## src/design/ctrlPkg.sv

```systemverilog
package ctrlPkg;

    localparam int OpcodeWidth = 6;
    localparam int FunctWidth  = 6;

    typedef logic [OpcodeWidth-1:0] opcode_t;
    typedef logic [FunctWidth-1:0]  funct_t;

    // Opcodes of the kept instructions
    localparam opcode_t OpRType = 6'b000000;
    localparam opcode_t OpLw    = 6'b100011;
    localparam opcode_t OpLh    = 6'b100001;
    localparam opcode_t OpLb    = 6'b100000;
    localparam opcode_t OpSw    = 6'b101011;
    localparam opcode_t OpSh    = 6'b101001;
    localparam opcode_t OpSb    = 6'b101000;
    localparam opcode_t OpLui   = 6'b001111;

    localparam funct_t FunctBreak = 6'b001101;

    typedef enum logic [2:0] {
        ClassLoad,
        ClassStore,
        ClassLui,
        ClassBreak,
        ClassUnknown
    } instrClass_t;

    // Same code for load extract and store merge width
    typedef enum logic [1:0] {
        SizeNone = 2'b00,
        SizeWord = 2'b01,
        SizeByte = 2'b10,
        SizeHalf = 2'b11
    } memSize_t;

    typedef struct packed {
        instrClass_t cls;
        memSize_t    size;
    } decodedInstr_t;

    typedef enum logic [3:0] {
        StepInit,
        StepFetchBus,
        StepIrLoad,
        StepDecode,
        StepAddrCalc,
        StepDataRead,
        StepDataWrite,
        StepWriteback,
        StepBreakCalc,
        StepBreakPc
    } step_t;

    typedef enum logic [2:0] {AluLoad = 3'b000, AluAdd = 3'b001, AluSub = 3'b010} aluOp_t;
    typedef enum logic [1:0] {SrcAPc = 2'b01, SrcARegA = 2'b10} aluSrcA_t;
    typedef enum logic [1:0] {
        SrcBRegB = 2'b00, SrcBFour = 2'b01, SrcBSignImm = 2'b10, SrcBShiftedImm = 2'b11
    } aluSrcB_t;
    typedef enum logic [2:0] {IorDPc = 3'b000, IorDAluOut = 3'b110} iorD_t;
    typedef enum logic [1:0] {PcSrcAluOut = 2'b00, PcSrcAluResult = 2'b01} pcSource_t;
    typedef enum logic [1:0] {DstStackPtr = 2'b00, DstRt = 2'b01, DstRd = 2'b10} regDst_t;
    typedef enum logic [2:0] {
        DataAluOut = 3'b000, DataStackInit = 3'b100, DataUpperImm = 3'b101, DataMemory = 3'b111
    } dataSrc_t;

    typedef struct packed {
        logic      pcWrite;
        pcSource_t pcSource;
        logic      irWrite;
        iorD_t     iorD;
        logic      regAWrite;
        logic      regBWrite;
        logic      aluOutWrite;
        aluOp_t    aluOp;
        aluSrcA_t  aluSrcA;
        aluSrcB_t  aluSrcB;
        logic      regWrite;
        regDst_t   regDst;
        dataSrc_t  dataSrc;
        memSize_t  storeSize;
        memSize_t  loadSize;
    } ctrlWord_t;

    // Wishbone classic master request
    typedef struct packed {
        logic cyc;
        logic stb;
        logic we;
    } busReq_t;

endpackage

```

## src/design/controlWordGen.sv

```systemverilog
`timescale 1ns/10ps

module controlWordGen import ctrlPkg::*; (
    input  logic          clk,
    input  logic          reset,
    input  step_t         step,
    input  decodedInstr_t decoded,
    output ctrlWord_t     ctrl,
    output busReq_t       bus
);

    ctrlWord_t nextCtrl;
    busReq_t   nextBus;

    always_comb begin
        nextCtrl = '0;
        nextBus  = '0;
        case (step)
            StepInit: begin
                // Stack pointer setup
                nextCtrl.regWrite = 1'b1;
                nextCtrl.regDst   = DstStackPtr;
                nextCtrl.dataSrc  = DataStackInit;
            end
            StepFetchBus: begin
                nextBus.cyc       = 1'b1;
                nextBus.stb       = 1'b1;
                nextCtrl.iorD     = IorDPc;
                nextCtrl.aluOp    = AluAdd;
                nextCtrl.aluSrcA  = SrcAPc;
                nextCtrl.aluSrcB  = SrcBFour;
                nextCtrl.pcSource = PcSrcAluResult;
            end
            StepIrLoad: begin
                // PC plus four still on the ALU output
                nextCtrl.irWrite  = 1'b1;
                nextCtrl.pcWrite  = 1'b1;
                nextCtrl.aluOp    = AluAdd;
                nextCtrl.aluSrcA  = SrcAPc;
                nextCtrl.aluSrcB  = SrcBFour;
                nextCtrl.pcSource = PcSrcAluResult;
            end
            StepDecode: begin
                nextCtrl.regAWrite   = 1'b1;
                nextCtrl.regBWrite   = 1'b1;
                nextCtrl.aluOutWrite = 1'b1;
                nextCtrl.aluOp       = AluAdd;
                nextCtrl.aluSrcA     = SrcAPc;
                nextCtrl.aluSrcB     = SrcBShiftedImm;
            end
            StepAddrCalc: begin
                nextCtrl.aluOutWrite = 1'b1;
                nextCtrl.aluOp       = AluAdd;
                nextCtrl.aluSrcA     = SrcARegA;
                nextCtrl.aluSrcB     = SrcBSignImm;
            end
            StepDataRead: begin
                nextBus.cyc   = 1'b1;
                nextBus.stb   = 1'b1;
                nextCtrl.iorD = IorDAluOut;
            end
            StepDataWrite: begin
                nextBus.cyc        = 1'b1;
                nextBus.stb        = 1'b1;
                nextBus.we         = 1'b1;
                nextCtrl.iorD      = IorDAluOut;
                nextCtrl.storeSize = decoded.size;
            end
            StepWriteback: begin
                nextCtrl.regWrite = 1'b1;
                nextCtrl.regDst   = DstRt;
                if (decoded.cls == ClassLui) begin
                    nextCtrl.dataSrc = DataUpperImm;
                end else begin
                    nextCtrl.dataSrc  = DataMemory;
                    nextCtrl.loadSize = decoded.size;
                end
            end
            StepBreakCalc,
            StepBreakPc: begin
                // Rewind to the break instruction
                nextCtrl.pcWrite  = (step == StepBreakPc);
                nextCtrl.aluOp    = AluSub;
                nextCtrl.aluSrcA  = SrcAPc;
                nextCtrl.aluSrcB  = SrcBFour;
                nextCtrl.pcSource = PcSrcAluResult;
            end
            default: begin
                nextCtrl = '0;
                nextBus  = '0;
            end
        endcase
    end

    always_ff @(posedge clk) begin
        if (reset) begin
            ctrl <= '0;
            bus  <= '0;
        end else begin
            ctrl <= nextCtrl;
            bus  <= nextBus;
        end
    end

endmodule

```

## src/design/instrDecoder.sv

```systemverilog
`timescale 1ns/10ps

module instrDecoder import ctrlPkg::*; (
    input  logic          clk,
    input  logic          reset,
    input  opcode_t       opcode,
    input  funct_t        funct,
    input  logic          latchDecode,
    output decodedInstr_t decoded
);

    decodedInstr_t classified;
    decodedInstr_t held;

    always_comb begin
        classified.cls  = ClassUnknown;
        classified.size = SizeNone;
        case (opcode)
            OpLw: begin
                classified.cls  = ClassLoad;
                classified.size = SizeWord;
            end
            OpLh: begin
                classified.cls  = ClassLoad;
                classified.size = SizeHalf;
            end
            OpLb: begin
                classified.cls  = ClassLoad;
                classified.size = SizeByte;
            end
            OpSw: begin
                classified.cls  = ClassStore;
                classified.size = SizeWord;
            end
            OpSh: begin
                classified.cls  = ClassStore;
                classified.size = SizeHalf;
            end
            OpSb: begin
                classified.cls  = ClassStore;
                classified.size = SizeByte;
            end
            OpLui: classified.cls = ClassLui;
            // Only break survives among the R-type codes
            OpRType: begin
                if (funct == FunctBreak) begin
                    classified.cls = ClassBreak;
                end
            end
            default: classified.cls = ClassUnknown;
        endcase
    end

    always_ff @(posedge clk) begin
        if (reset) begin
            held <= '{cls: ClassUnknown, size: SizeNone};
        end else if (latchDecode) begin
            held <= classified;
        end
    end

    // Live class during decode, held copy afterwards
    assign decoded = latchDecode ? classified : held;

endmodule

```

## src/design/mipsControl.sv

```systemverilog
`timescale 1ns/10ps

module mipsControl import ctrlPkg::*; (
    input  logic      clk,
    input  logic      reset,
    input  opcode_t   opcode,
    input  funct_t    funct,
    input  logic      memAck,
    output ctrlWord_t ctrl,
    output busReq_t   bus
);

    decodedInstr_t decoded;
    step_t         step;
    logic          latchDecode;

    instrDecoder decoder (
        .clk         (clk),
        .reset       (reset),
        .opcode      (opcode),
        .funct       (funct),
        .latchDecode (latchDecode),
        .decoded     (decoded)
    );

    // Only block that watches the bus acknowledge
    stepSequencer sequencer (
        .clk         (clk),
        .reset       (reset),
        .memAck      (memAck),
        .decoded     (decoded),
        .step        (step),
        .latchDecode (latchDecode)
    );

    controlWordGen wordGen (
        .clk     (clk),
        .reset   (reset),
        .step    (step),
        .decoded (decoded),
        .ctrl    (ctrl),
        .bus     (bus)
    );

endmodule

```

## src/design/stepSequencer.sv

```systemverilog
`timescale 1ns/10ps

module stepSequencer import ctrlPkg::*; (
    input  logic          clk,
    input  logic          reset,
    input  logic          memAck,
    input  decodedInstr_t decoded,
    output step_t         step,
    output logic          latchDecode
);

    // Step whose control word is on the outputs this cycle
    step_t stepQ;
    // Init word already issued once since reset
    logic  initIssued;

    assign latchDecode = (stepQ == StepDecode);

    // step is the word to register at the coming edge
    always_comb begin
        step = stepQ;
        case (stepQ)
            StepInit: begin
                if (initIssued) begin
                    step = StepFetchBus;
                end
            end
            StepFetchBus: begin
                if (memAck) begin
                    step = StepIrLoad;
                end
            end
            StepIrLoad: begin
                step = StepDecode;
            end
            StepDecode: begin
                case (decoded.cls)
                    ClassLoad,
                    ClassStore: step = StepAddrCalc;
                    ClassLui:   step = StepWriteback;
                    ClassBreak: step = StepBreakCalc;
                    default:    step = StepFetchBus;
                endcase
            end
            StepAddrCalc: begin
                if (decoded.cls == ClassLoad) begin
                    step = StepDataRead;
                end else if (decoded.cls == ClassStore) begin
                    step = StepDataWrite;
                end else begin
                    step = StepFetchBus;
                end
            end
            StepDataRead: begin
                if (memAck) begin
                    step = StepWriteback;
                end
            end
            StepDataWrite: begin
                if (memAck) begin
                    step = StepFetchBus;
                end
            end
            StepWriteback: begin
                step = StepFetchBus;
            end
            StepBreakCalc: begin
                step = StepBreakPc;
            end
            StepBreakPc: begin
                step = StepFetchBus;
            end
            default: begin
                step = StepFetchBus;
            end
        endcase
    end

    always_ff @(posedge clk) begin
        if (reset) begin
            stepQ      <= StepInit;
            initIssued <= 1'b0;
        end else begin
            stepQ      <= step;
            initIssued <= 1'b1;
        end
    end

endmodule

```

## config.mk

```make
export PLATFORM = sky130hd
export DESIGN_NAME = mipsControl
export DESIGN_NICKNAME = d
export VERILOG_FILES = /design/src/design/ctrlPkg.sv /design/src/design/controlWordGen.sv /design/src/design/instrDecoder.sv /design/src/design/mipsControl.sv /design/src/design/stepSequencer.sv
export SDC_FILE = /design/constraint.sdc
export NUM_CORES = 1
export LEC_CHECK = 0
export BUFFER_PORTS_ARGS = -buffer_cell sky130_fd_sc_hd__buf_2
export CAP_MARGIN = 15
export CORE_MARGIN = 3
export CORE_UTILIZATION = 44
export CTS_CLUSTER_DIAMETER = 150
export DETAILED_ROUTE_END_ITERATION = 6
export HOLD_SLACK_MARGIN = 0.1
export PLACE_DENSITY = 0.81
export SYNTH_ARGS = -nofsm -noshare
export SYNTH_HDL_FRONTEND = slang
export SYNTH_SLANG_ARGS = --single-unit
```

## constraint.sdc

```tcl
create_clock -name clk -period 1.9 [get_ports clk]
set_input_delay 0.095 -clock clk [delete_from_list [all_inputs] [get_ports clk]]
set_output_delay 0.095 -clock clk [all_outputs]
set_load 0.01 [all_outputs]
```

==> qor.yml <==
critical_path:
  path_depth: 6
  r2r_setup_slack_ps: 90
  endpoint_kind: "flip-flop"
  slowest_stage: "dfxtp_1"
  r2r_cells: 6
  path_max_fanout: 5
  path_delay_family: "simple AND/OR/NAND/NOR gates"
  crit_type: "flip-flop to flip-flop"
  start_kind: "flip-flop"
  required_ps: 2130
  slowest_delay_ps: 410
  crit_chain: "nor2_1 -> and3_1 -> and3_4 -> a31o_4 -> or3_4 -> o32ai_2"
  worstPathArrival_ps: 2050
  critPathBufInv: 0
placement:
  placed_cells: 208
  gp_congestion: 1.01
  portBuffers: 40
  hpwl_um: 2230
  place_area_sq_mm: 0.00149
cells_and_area:
  syn2layout_area_growth_pct: 19.4
  fin_cells: 216
  antenna_cells: 0
  final_nets: 199
  drive_gt1_frac: 0.335
  final_area_sq_mm: 0.00155
  post-route-util: 0.557
  num-fill-cells: 262
logic_synthesis:
  ys_warn_count: 0
  synth_ff_type: "dfxtp_1"
  seq_area_frac_synth: 0.447
  synth_edf_count: 0
  syn_inst: 144
  synthArstFlopShare: 0
  yosysTopAreaCell: "dfxtp_1"
  syn_area_sq_mm: 0.00130
  yosysUniqueCellTypes: 43
  synth_top_cell_area_share: 0.447
  avgSynthCellArea_sq_um: 9.02
  yosys-top-cells-area: "dfxtp_1 (45%), buf_4 (6.4%), nor2_1 (5.5%)"
  ys_seq_elements: 29
detailed_routing:
  postRouteWirelength_um: 2870
  vias: 1180
  ant_nets: 0
  drcViolationCount: 0
  wl_per_cell_um: 13.3
  via_per_inst: 5.46
  firstDrtPassIters: 4
  drtIter0Drc: 37
sta:
  fmax_mhz: 551
  finalSetupTns_ps: 0
  setup_viol: 0
  period_needed_ps: 1810
  skew_ps: 9.22
  rsz0062_at_grt: "yes"
  finalHoldViolations: 0
  finalCritPeriodShare: 0.955
  final_max_slew_viol_count: 0
floorplan:
  row_count: 19
  core_area_sq_mm: 0.00278
  io_pins: 45
  die_x_um: 60.3
  die_h_um: 60.3
  die_area_sq_mm: 0.00364
  floorplan.initialDensity: 0.467
cts:
  numCtsBuffers: 5
  clk_pin_slew_ps: 80
  ctsResizeCount: 0
  clock_path_buffers: 2
  hold_buffers: 0
  cts_tree: "done"
  cts_setup_buffers: 0
  h-tree-depth: 2
  numClockSinks: 29
  insertion_delay_ps: 330
  cts_root_buf: "clkbuf_4"
min_path:
  hold_path.class: "primary input to flip-flop"
  whs_path_depth: 2
global_routing:
  antenna_found_initial: 0
  grt-ovfl-total: 0
  grt_pass1_wl_um: 4690
  grt_pass1_vias: 1092
  grt_usage: 0.176
  grt_max_degree: 16
power_and_ir_drop:
  p_leak_nw: 0.720
  power.density_mw_per_mm2: 784
  vdd_drop_max_mv: 0.616
job:
  maxCapViolations: 0
run_status:
  status: "finished clean"
[logic make-up (layout without fill, tap and decap cells)]
group                  count (synthesis)  count (layout)  synth area share
DFF                                   29              29             0.447
and+or+nand+nor                       68              68             0.307
AOI/OAI and AO/OA                     27              27             0.155
other                                  1               4           0.00289
buffers and inverters                 19              57            0.0877
[stage by stage]
step,setup WS (ps),total power [mW],hold slack (ps)
final,86.0,1.22,112
after floorplan,110,0.818,171
after CTS,25.0,1.22,101
after global placement,105,0.881,442
after global routing,-37.5,1.28,145
after detailed placement,56.7,0.888,457
[final cells by class]
type / count / area [sq um] / share of cell area
multi-input cells: 99 / 627 / 0.404
flip-flops and latches: 29 / 583 / 0.376
inverters: 4 / 15.0 / 0.00969
clock buffers: 8 / 48.8 / 0.0315
well taps: 31 / 38.8 / 0.0250
repair buffers: 45 / 238 / 0.153
[registers in the layout (all words and copies together) (netlist names)]
signal                flops
sequencer.initIssued      1
decoder.held              5
wordGen.ctrl             17
sequencer.stepQ           4
wordGen.bus               2
[path summary, 6_finish.rpt]
check	from	to
worst min register to register	decoder.held[1]	decoder.held[1]
worst max-delay path	sequencer.stepQ[2]	wordGen.ctrl[6]
worst max register to register	sequencer.stepQ[2]	wordGen.ctrl[6]
worst min-delay path	reset	decoder.held[0]
[synthesized netlist by cell type, types with 2 or more instances]
master    number
dfxtp_1       29
nor2_1        19
buf_4         11
nand2_1       10
a21oi_1        7
nor3_1         6
inv_1          4
nor3b_1        4
and3_1         3
and3b_1        3
clkbuf_1       3
nor4_1         3
o21ai_0        3
o22ai_1        3
a211o_1        2
and2_1         2
nand3_1        2
nand3b_1       2
nor4bb_1       2
o21a_1         2
or3_1          2
[cell usage in the layout (no fill, tap or decap), drive strengths merged]
cell type,Yosys,layout
a211o,2,2
nand2b,1,1
and4,1,1
and3b,3,3
o211ai,1,1
and2,2,2
nor4bb,2,2
o22a,1,1
and3,4,4
o21ai,3,3
a22oi,1,1
nor3,6,6
a221oi,1,1
a21oi,7,7
o21a,2,2
or2b,1,1
dfxtp,29,29
nor4,4,4
a31o,1,1
nand4bb,1,1
or3,3,3
nand4,1,1
buf,12,45
o21ba,1,1
inv,4,4
o32ai,1,1
o2bb2ai,1,1
conb,1,4
a31oi,1,1
and4b,1,1
o31a,1,1
o22ai,3,3
nand3,2,2
nor2,19,19
nand2,10,10
nor4b,1,1
clkbuf,3,8
nor3b,4,4
nand3b,2,2
[per-layer routing]
metal	up-vias	GRT usage	wire [um]
li1	580	-	-
met1	533	0.204	1140
met2	60	0.285	1370
met3	7	0.0468	290
met4	0	0.117	66
met5	-	0	0
[power by group]
part	internal [mW]	switching [mW]
registers	0.636	0.0146
clock network	0.147	0.188
logic	0.103	0.127
total	0.886	0.330
No activity file was read; power rests on OpenSTA's default activity.
